`src/scan_pkg.sv`:
```
package scan_pkg;

   // Number of category lanes, default for the top level
   localparam int NUM_LANES = 4;

   // Stream id width and the stream count it gives
   localparam int STREAM_W = 6;
   localparam int NUM_STREAMS = 2 ** STREAM_W;

   // Width of the per-lane packet match counter
   localparam int COUNT_W = 16;

   // Signature length in bytes
   localparam int SIG_LEN = 4;

   // One literal per lane, index 0 is lane 0
   // First character sits in the top byte
   // None of them overlaps itself, so a mismatch restarts from byte 0
   localparam logic [NUM_LANES-1:0][8*SIG_LEN-1:0] SIGNATURES = {
      "XMAS",
      "ROOT",
      "EVIL",
      "GET "
   };

   // Matcher state, counts leading signature bytes seen so far
   typedef enum logic [2:0] {
      MS_IDLE  = 3'd0,
      MS_ONE   = 3'd1,
      MS_TWO   = 3'd2,
      MS_THREE = 3'd3
   } match_state_e;

endpackage

```
`src/stream_table.sv`:
```
module stream_table #(
   parameter int NUM_LANES = scan_pkg::NUM_LANES
) (
   input  logic                          clk,
   input  logic                          rst_n,
   input  logic                          sop,
   input  logic [scan_pkg::STREAM_W-1:0] stream_id,
   input  logic                          cfg_wr,
   input  logic [scan_pkg::STREAM_W-1:0] cfg_stream,
   input  logic [NUM_LANES-1:0]          cfg_mask,
   output logic                          load_state,
   output logic                          new_stream_id,
   output logic [scan_pkg::STREAM_W-1:0] cur_stream,
   output logic [NUM_LANES-1:0]          lane_enable
);

   // One bit per stream that is set on its first sop
   logic [scan_pkg::NUM_STREAMS-1:0] seen;

   // Category enables per stream as written by the config port
   logic [NUM_LANES-1:0] enable_mem [scan_pkg::NUM_STREAMS];

   // Config writes
   always_ff @(posedge clk)
   begin
      if (!rst_n)
      begin
         for (int i = 0; i < scan_pkg::NUM_STREAMS; i++)
         begin
            enable_mem[i] <= '0;
         end
      end
      else if (cfg_wr)
      begin
         enable_mem[cfg_stream] <= cfg_mask;
      end
   end

   // Packet start handling
   always_ff @(posedge clk)
   begin
      if (!rst_n)
      begin
         seen          <= '0;
         load_state    <= 1'b0;
         new_stream_id <= 1'b0;
         cur_stream    <= '0;
         lane_enable   <= '0;
      end
      else
      begin
         // Single-cycle strobe to the lanes
         load_state <= sop;
         if (sop)
         begin
            // Stream never seen means the lanes start from idle
            new_stream_id     <= ~seen[stream_id];
            seen[stream_id]   <= 1'b1;
            // Held until the next sop for the lanes and the reporter at eop
            cur_stream        <= stream_id;
            lane_enable       <= enable_mem[stream_id];
         end
      end
   end

endmodule

```
`config.mk`:
```
export PLATFORM = sky130hd
export DESIGN_NAME = stream_table
export DESIGN_NICKNAME = d
export VERILOG_FILES = /design/src/scan_pkg.sv /design/src/stream_table.sv
export SDC_FILE = /design/constraint.sdc
export NUM_CORES = 1
export LEC_CHECK = 0
export BUFFER_PORTS_ARGS = -buffer_cell sky130_fd_sc_hd__clkbuf_2
export CAP_MARGIN = 20
export CORE_MARGIN = 4
export CORE_UTILIZATION = 52
export DETAILED_ROUTE_END_ITERATION = 6
export PLACE_DENSITY_LB_ADDON = 0.05
export SYNTH_ARGS = -nofsm -noshare
export SYNTH_HDL_FRONTEND = slang
export SYNTH_SLANG_ARGS = --single-unit
```
`constraint.sdc`:
```
create_clock -name clk -period 1.8 [get_ports clk]
set_clock_uncertainty 0.1 [all_clocks]
set_input_delay 0.09 -clock clk [delete_from_list [all_inputs] [get_ports clk]]
set_output_delay 0.09 -clock clk [all_outputs]
set_load 0.005 [all_outputs]
```
==> metrics.md <==
| Metric | Value |
|---|---|
| Outcome | `finished with violations` |
| Failing checks | `negative setup slack` |
| Die Span Y | `181 um` |
| Placer congestion estimate | `0.880` |
| Worst slew margin relative to its limit | `36.6%` |
| Critical path class | `flip-flop to flip-flop` |
| ANT nets after route | `0` |
| Ys Warns | `0` |
| Hold-critical path depth | `4` |
| Leakage | `7.66 nW` |
| 1st-iter DRT viols | `975` |
| RR Endpoint | `lane_enable[2]` |
| Worst Hold Launch | `rst_n` |
| Hold Vio Cnt, Final | `0` |
| Core ar. | `29600 um^2` |
| Area growth, synth to finish | `19.1%` |
| Final setup viols | `2` |
| # nets final | `1427` |
| Clk root buf | `clkbuf_16` |
| VDD IR max | `0.640 mV` |
| CTS max path bufs | `3` |
| Initial antenna violation count | `0` |
| Share of Yosys cell area claimed by the top area cell type | `49.4%` |
| Final WL | `43.8 mm` |
| Predominant post-synthesis flop cell | `edfxtp_1` |
| Post-detail-place hpwl | `28.9 mm` |
| Max_cap viols | `0` |
| FF+latch count, synth | `332` |
| Syn Std Cell Area | `15600 um^2` |
| Commonest non-fill, non-tap cell in the layout | `and3_1` |
| WHS Endpoint | `lane_enable[2]` |
| I/O pins | `32` |
| Crit path capture type | `flip-flop` |
| Post-CTS setup buffer count | `0` |
| FFs w/ async S/R, synth | `0%` |
| Worst-Margin Slew | `0.947 ns` |
| Cell taking the most area after synthesis | `edfxtp_1` |
| Detailed-route via count | `11.1k` |
| # fillers | `2373` |
| Final Cycle Share | `109%` |
| Mapped Avg Cell Area | `11.6 um^2` |
| F_max | `0.508 GHz` |
| Unique masters post-synth | `46` |
| IO Port Bufs | `31` |
| Placed Instances | `1752` |
| Synthesized Nets | `1359` |
| Row cnt | `63` |
| Reg2reg setup slack | `-0.17 ns` |
| RSZ-0062 raised after global routing | `yes` |
| Total GRT Usage | `26.3%` |
| Critical Path Source Type | `flip-flop` |
| Gr ovfl total | `0` |
| H-tree depth | `2` |
| Met2 Usage GRT | `41.6%` |
| First-pass GRT wire length | `65.9 mm` |
| PD cells | `970 nW/um^2` |
| Worst Hold Class | `input port to flip-flop` |
| Remaining DRCs | `0` |
| Detailed Routing Iterations Pass 1 | `5` |
| Die area | `32700 um^2` |
| Syn Inst Count | `1339` |
| CP Max Fanout | `1` |
| Grt peak-use layer | `met2` |
| Layout cells sized above 1 | `22.2%` |
| Reg2reg path depth | `5` |
| Synth area leaders | `edfxtp_1 49%, and3_1 10%, dfxtp_1 9.8%, mux4_2 4.6%, nand2_1 3.4%` |
| Setup ws final | `-0.169 ns` |
| Tot Pwr | `18.0 mW` |
| Final count of pins violating max slew | `0` |
| Fin cells | `1827` |
| Critical Path AT | `2.27 ns` |
| CTS tree | `yes` |
| Sink Count | `332` |
| Via/cell ratio | `6.09` |
| Number of synthesized flops with an enable pin | `256` |
| CTS buffer count | `38` |
| Met1 GRT Util | `38.6%` |
| # diodes | `0` |
| Critical Path RT | `2.11 ns` |
| Reg2Reg Launch Point | `enable_mem[45][2]` |
| Number of global-route vias before repair | `10.7k` |
| Met3 GRT Util | `4.15%` |
| Initial Util | `52.6%` |
| Register area share after synthesis | `59.2%` |
| Largest net degree at the start of global routing | `65` |
| Chip Width | `181 um` |
| Place WS | `-0.581 ns` |
| Clock slew at reported path FFs | `0.06 ns` |
| Tmin final | `1.97 ns` |
| Clock insertion delay at the later pin of the skew report | `0.53 ns` |
| Commonest cells after routing, fill and taps aside | `260 x and3_1, 256 x edfxtp_1, 140 x nand2_1` |
| DR WL/cell | `24.0 um` |
## Yosys cell counts (all sizes together) (2+ instances only)
cell type / instances
a211oi: 8
a21oi: 55
a221oi: 17
a22o: 7
a22oi: 26
a31oi: 2
a32oi: 3
and2: 6
and3: 260
and3b: 2
and4: 2
buf: 36
clkbuf: 121
dfxtp: 76
edfxtp: 256
inv: 5
mux2: 14
mux2i: 50
mux4: 32
nand2: 141
nand2b: 10
nand3: 7
nand3b: 2
nor2: 57
nor2b: 44
nor3: 6
nor3b: 4
o2111ai: 2
o21a: 33
o21ai: 18
o221ai: 7
o22ai: 18
or2: 3
## through the flow
step,cell area (um^2),utilization [%],setup TNS [ns],hold slack [ns]
after global routing,18500,62.7,-0.333,0.00598
after global placement,17100,57.9,-3.50,0.344
after detailed placement,17100,57.9,-4.60,0.353
final,18500,62.7,-0.198,0.0141
after floorplan,15600,-,0,0.274
after CTS,18500,62.4,-0.220,0.00365
## worst max path at each step
stage	startpoint	to	slack, ns	depth (start not counted)
2_1_floorplan	enable_mem[47][2]	lane_enable[2]	0.01	5
3_3_place_gp	stream_id[0]	lane_enable[0]	-0.56	9
3_5_place_dp	stream_id[0]	lane_enable[0]	-0.58	9
4_1_cts	enable_mem[43][2]	lane_enable[2]	-0.19	5
5_1_grt	enable_mem[44][2]	lane_enable[2]	-0.25	5
6_report	enable_mem[45][2]	lane_enable[2]	-0.17	5
## timing repair
action | in CTS | in global routing
pin swaps | 0 | 5
endpoints found under the hold margin | 7 | 0
cloned | 0 | 0
resized for setup | 11 | 13
hold buffers | 5 | 0
endpoints found under the setup margin | 4 | 4
## logic make-up after synthesis
family	share of synthesized area, %
muxes	8.86
DFF	59.2
and+or+nand+nor	18.9
AOI/OAI and AO/OA	8.77
buffers and inverters	4.25
## power breakdown
group / total, mW / switching, mW / internal, mW
clock: 7.60 / 3.05 / 4.55
sequential: 8.70 / 0.132 / 8.57
combinational: 1.67 / 0.990 / 0.676
## routing by layer
layer | part of all wire [%] | wire (um)
met5 | 0 | 0
met4 | 2.3 | 1020
met3 | 6.7 | 2930
met1 | 44 | 19500
met2 | 46 | 20300
## state kept, by name, indices dropped and copies added (netlist names)
| register | count |
|---|---|
| new_stream_id | 1 |
| load_state | 1 |
| seen | 64 |
| cur_stream | 6 |
| lane_enable | 4 |
| enable_mem | 256 |
## cell type report
cell class	count	area, um^2	share of cell area [%]
Clock buffer	54	1100	5.97
Clock inverter	16	121	0.655
Inverter	5	18.8	0.101
Multi-Input combinational cell	845	5870	31.7
Sequential cell	332	9210	49.7
Tap cell	390	488	2.63
Timing Repair Buffer	185	1710	9.21
## critical path, stage by stage (launching register included)
cell      delay [ns]
edfxtp_1        0.38
mux4_2          0.47
mux2_4          0.29
a221oi_2        0.25
nor4b_4         0.23
a31oi_1         0.11
Note: power is estimated with default switching activity, not from simulation.
