[src/scan_pkg.sv]
package scan_pkg;

   // Number of category lanes, default for the top level
   localparam int NUM_LANES = 4;

   // Stream id width and the stream count it gives
   localparam int STREAM_W = 6;
   localparam int NUM_STREAMS = 2 ** STREAM_W;

   // Width of the per-lane packet match counter
   localparam int COUNT_W = 16;

   // Signature length in bytes
   localparam int SIG_LEN = 4;

   // One literal per lane, index 0 is lane 0
   // First character sits in the top byte
   // None of them overlaps itself, so a mismatch restarts from byte 0
   localparam logic [NUM_LANES-1:0][8*SIG_LEN-1:0] SIGNATURES = {
      "XMAS",
      "ROOT",
      "EVIL",
      "GET "
   };

   // Matcher state, counts leading signature bytes seen so far
   typedef enum logic [2:0] {
      MS_IDLE  = 3'd0,
      MS_ONE   = 3'd1,
      MS_TWO   = 3'd2,
      MS_THREE = 3'd3
   } match_state_e;

endpackage

[src/pattern_dfa.sv]
module pattern_dfa #(
   parameter int LANE_ID = 0
) (
   input  logic                   clk,
   input  logic                   rst_n,
   input  logic [7:0]             char_in,
   input  logic                   char_in_vld,
   input  scan_pkg::match_state_e state_in,
   input  logic                   state_in_vld,
   output scan_pkg::match_state_e state_out,
   output logic                   accept_out
);

   // This lane's literal, first character in the top byte
   localparam logic [8*scan_pkg::SIG_LEN-1:0] SIG = scan_pkg::SIGNATURES[LANE_ID];
   localparam logic [7:0] FIRST_BYTE = SIG[8*scan_pkg::SIG_LEN-1 -: 8];

   scan_pkg::match_state_e state;
   scan_pkg::match_state_e adv_state;
   logic [7:0]             exp_byte;
   logic                   last_byte;

   // Next expected byte, the state value is the number of bytes matched
   always_comb
   begin
      exp_byte = SIG[8*(scan_pkg::SIG_LEN-1-int'(state)) +: 8];
   end

   // State after a matching byte
   always_comb
   begin
      last_byte = 1'b0;
      case (state)
         scan_pkg::MS_IDLE:  adv_state = scan_pkg::MS_ONE;
         scan_pkg::MS_ONE:   adv_state = scan_pkg::MS_TWO;
         scan_pkg::MS_TWO:   adv_state = scan_pkg::MS_THREE;
         default:
         begin
            // Fourth byte completes the signature
            adv_state = scan_pkg::MS_IDLE;
            last_byte = 1'b1;
         end
      endcase
   end

   always_ff @(posedge clk)
   begin
      if (!rst_n)
      begin
         state      <= scan_pkg::MS_IDLE;
         accept_out <= 1'b0;
      end
      else
      begin
         accept_out <= 1'b0;
         // Restore from the lane wins over any character
         if (state_in_vld)
            state <= state_in;
         else if (char_in_vld)
         begin
            if (char_in == exp_byte)
            begin
               state      <= adv_state;
               accept_out <= last_byte;
            end
            // No self-overlap, so only the first byte can restart a match
            else if (char_in == FIRST_BYTE)
               state <= scan_pkg::MS_ONE;
            else
               state <= scan_pkg::MS_IDLE;
         end
      end
   end

   assign state_out = state;

endmodule

[src/category_lane.sv]
module category_lane #(
   parameter int LANE_ID = 0
) (
   input  logic                          clk,
   input  logic                          rst_n,
   input  logic                          load_state,
   input  logic                          new_stream_id,
   input  logic [scan_pkg::STREAM_W-1:0] cur_stream,
   input  logic                          enable,
   input  logic [7:0]                    char_in,
   input  logic                          char_in_vld,
   input  logic                          eop,
   output logic                          fired,
   output logic [scan_pkg::COUNT_W-1:0]  count
);

   // Saved matcher state per stream
   scan_pkg::match_state_e state_mem [scan_pkg::NUM_STREAMS];

   scan_pkg::match_state_e state_in;
   scan_pkg::match_state_e state_out;
   logic                   state_in_vld;
   logic                   accept_out;

   // Restore strobe, one cycle behind load_state
   always_ff @(posedge clk)
   begin
      if (!rst_n)
         state_in_vld <= 1'b0;
      else
         state_in_vld <= load_state;
   end

   // Unknown stream restarts from idle, else pick up where it stopped
   always_ff @(posedge clk)
   begin
      if (load_state)
         state_in <= new_stream_id ? scan_pkg::MS_IDLE : state_mem[cur_stream];
   end

   // State memory
   // First packet of a stream seeds the entry with idle
   // so a lane enabled later never reads a stale slot
   always_ff @(posedge clk)
   begin
      if (load_state && new_stream_id)
         state_mem[cur_stream] <= scan_pkg::MS_IDLE;
      else if (eop && enable)
         state_mem[cur_stream] <= state_out;
   end

   // Per-packet fired flag and packet counter
   always_ff @(posedge clk)
   begin
      if (!rst_n)
      begin
         fired <= 1'b0;
         count <= '0;
      end
      else
      begin
         // Fresh packet
         if (load_state)
            fired <= 1'b0;
         // Any accept inside the packet marks it
         if (accept_out)
            fired <= 1'b1;
         if (eop)
         begin
            if (enable)
               count <= count + {{(scan_pkg::COUNT_W-1){1'b0}}, fired};
            else
               fired <= 1'b0;
         end
      end
   end

   pattern_dfa #(
      .LANE_ID (LANE_ID)
   ) u_dfa (
      .clk          (clk),
      .rst_n        (rst_n),
      .char_in      (char_in),
      .char_in_vld  (char_in_vld),
      .state_in     (state_in),
      .state_in_vld (state_in_vld),
      .state_out    (state_out),
      .accept_out   (accept_out)
   );

endmodule

[config.mk]
export PLATFORM = sky130hd
export DESIGN_NAME = category_lane
export DESIGN_NICKNAME = d
export VERILOG_FILES = /design/src/scan_pkg.sv /design/src/pattern_dfa.sv /design/src/category_lane.sv
export SDC_FILE = /design/constraint.sdc
export NUM_CORES = 1
export LEC_CHECK = 0
export BUFFER_PORTS_ARGS = -buffer_cell sky130_fd_sc_hd__buf_2
export CORE_MARGIN = 5
export CORE_UTILIZATION = 65
export CTS_CLUSTER_SIZE = 25
export DETAILED_ROUTE_END_ITERATION = 16
export PLACE_DENSITY = 0.81
export SYNTH_ARGS = -nofsm -noshare
export SYNTH_HDL_FRONTEND = slang
export SYNTH_SLANG_ARGS = --single-unit
[constraint.sdc]
create_clock -name clk -period 3.1 [get_ports clk]
set_clock_uncertainty 0.05 [all_clocks]
set_input_delay 0.465 -clock clk [delete_from_list [all_inputs] [get_ports clk]]
set_output_delay 0.465 -clock clk [all_outputs]
set_load 0.03 [all_outputs]
==> results.yml <==
power:
  p_leak_nw: 3.41
  combPwrFrac_pct: 5.0
  clock_power_share_pct: 41.6
  p_sw_mw: 1.24
  p_int_mw: 4.70
  pwr-share-seq_pct: 53.5
  p_sw_share_pct: 20.9
  peakVddDrop_mv: 0.453
  power.density_nw_per_um2: 587
synth:
  synth_ff_type: "edfxtp_1"
  synth.avg_cell_area_um2: 15.3
  synth_edf_count: 195
  synth_cell_types: 58
  yosysSeqAreaShare_pct: 69.5
  ys_ff_latch: 217
  syn_inst: 594
  syn_nets: 617
  async_flop_share_pct: 0
  netlist_area_um2: 9060
  yosysWarnings: 0
critical_path:
  required_ps: 3270
  end_kind: "flip-flop"
  critical_path.max_stage_delay_ps: 560
  crit_family: "compound AO/OA/AOI/OAI gates"
  r2r-end: "state_in[0]"
  crit_path_end: "state_in[1]"
  crit_slowest_cell: "buf_2"
  reg2regPathDepth: 5
  start_kind: "primary input"
  cp_max_fo: 28
  reg2reg_slack_ps: 1010
  worst-path-buf-inv: 2
  cp.depth: 7
  crit-reg2reg-launch: "state_mem[6][0]"
  startpoint: "cur_stream[1]"
  crit_arrival_ps: 2650
  path_cells: "buf_2, buf_4, mux2_1, a22oi_1, a21oi_1, a311oi_1, a41oi_1"
  critPathKind: "in2reg"
route:
  antenna_left: 0
  routed_via_density: 6.66
  vias: 5558
  drc: 0
  firstDrtPassIters: 6
  wl_per_cell_um: 25.0
  drt-initial-drc-count: 775
  totalWireLength_um: 20900
die:
  ios: 38
  placementRows: 43
  core_area_um2: 13800
  start_util_pct: 65.8
  die_x_um: 128
  dieArea_um2: 16400
  die_h_um: 128
clocking:
  tritoncts: "yes"
  postCtsResizedCells: 0
  cts_buffer_depth: 3
  cts_made_buffers: 22
  cts_hold_buf: 0
  cts-root-buf: "clkbuf_16"
  h-tree-depth: 1
  clk_pin_slew_ps: 60
  cts_num_sinks: 217
  postCtsSetupBuffers: 0
  clk_latency_ps: 520
hold_path:
  hold_class: "in2reg"
  min_from: "load_state"
timing:
  hold_violations: 0
  finalCritPeriodShare_pct: 80.2
  worstMarginPinSlew_ps: 735
  slew_headroom_pct: 50.8
  drv_slew: 0
  fmax_mhz: 402
  final.setup.worst_slack_ps: 614
  fin_crit_ps: 2490
  setup_violations: 0
  grt_setup_unrepaired: "no"
  tns_ps: 0
global_routing:
  grt_max_degree: 65
  grt_pass1_wl_um: 32400
  first_global_vias: 5609
  grt_overflow_total: 0
  grt_usage_pct: 26.1
  grt_antenna_before_repair: 1
outcome:
  status: "finished clean"
placement:
  gp_congestion: 0.913
  place_hpwl_um: 13200
  io_buffers: 37
  place_ws_ps: 112
final_layout:
  multi_input_area_um2: 2570
  layout_commonest_cell: "edfxtp_1"
  final_cell_mix: "edfxtp_1, nor2_1, buf_2"
  fin_nets: 663
  fillers: 843
  antennaDiodeCount: 0
  seqCellArea_um2: 6300
  syn2layout_area_growth_pct: 11.6
  drive_gt1_share_pct: 19.8
flow_run:
  drv_cap: 0
## power groups by stage
stage	clock network, mW	logic, mW	registers [mW]
final	2.47	0.294	3.18
after global routing	2.63	0.313	3.18
after CTS	2.50	0.289	3.18
after detailed placement	0	0.286	3.24
after global placement	0	0.277	3.24
after floorplan	0	0.198	3.24
## worst reg2reg max path, stage by stage, from the launching register on
cell      delay [ps]
edfxtp_1         360
mux2_1           330
a221o_1          300
a221oi_1         470
o22a_1           240
a31oi_1           80
## state kept, by name, summed over array words and instances (netlist names)
name / flops
count: 16
fired: 1
state_in: 3
state_mem: 192
u_dfa.state_out: 3
state_in_vld: 1
u_dfa.accept_out: 1
## routing by layer
layer	up-vias	GRT usage (%)	routed length, um
met5	-	0	20
met4	2	10.4	890
met3	70	5.96	2460
met2	408	42.1	10000
met1	2688	34.9	7500
li1	2390	-	-
## cell families (layout without fill, tap and decap cells)
logic type | Yosys count | count (layout) | synth area share, %
buffers and inverters | 39 | 100 | 2.24
adders and majority gates | 2 | 2 | 0.276
xor gates and xnor gates | 15 | 15 | 1.45
muxes | 58 | 58 | 10.3
DFF | 217 | 217 | 69.5
and+or+nand+nor | 189 | 189 | 10.3
AOI/OAI and AO/OA | 74 | 74 | 6.03
## how the worst min path moves through the flow
stage / to / slack [ps] / cells after the start
2_1_floorplan: fired / 380 / 2
3_3_place_gp: fired / 400 / 2
3_5_place_dp: fired / 420 / 2
4_1_cts: state_in[0] / 220 / 1
5_1_grt: state_in[0] / 230 / 1
6_report: state_in[0] / 230 / 1
## Yosys cell counts (3+ instances only)
library cell    n  area share (%)
nor3_1          5            0.28
buf_2          11            0.61
buf_6           3            0.37
nor3b_1         5            0.41
a22oi_1         8            0.66
a221o_1         6            0.66
nor2_1         76             3.1
clkbuf_1       12            0.50
mux2_2         12             1.5
nor2b_1         8            0.55
mux4_2         26             6.5
xnor2_1        13             1.3
nand3_1        14            0.77
nand2_1        28             1.2
buf_4           5            0.41
and3_1         10            0.69
o22ai_1         6            0.41
a221oi_1       11             1.1
dfxtp_1        22             4.9
or3_1           3            0.21
and2_1         20             1.4
nand4_1         4            0.28
and3b_1         4            0.39
mux2i_1        11             1.2
o21ai_0         3            0.17
edfxtp_1      195              65
mux2_1          9             1.1
inv_1           5            0.21
nand3b_1        4            0.33
a21oi_1        18            0.99
## final cells by class
cell class / instances / share of cell area [%]
flip-flops and latches: 217 / 62.2
multi-input cells: 338 / 25.4
repair buffers: 55 / 3.29
clock inverters: 8 / 0.359
clock buffers: 31 / 6.28
inverters: 6 / 0.223
well taps: 180 / 2.23
## metrics by stage
step	hold WS (ps)	power (mW)	utilization, %	std cells	instance area, um^2
finish	230	5.94	73.5	835	10100
global route	228	6.12	73.5	835	10100
CTS	215	5.97	73.5	835	10100
detailed placement	424	3.53	68.6	796	9450
global placement	402	3.52	68.6	796	9450
floorplan	378	3.43	-	594	9060
(Power assumes the default switching activity.)
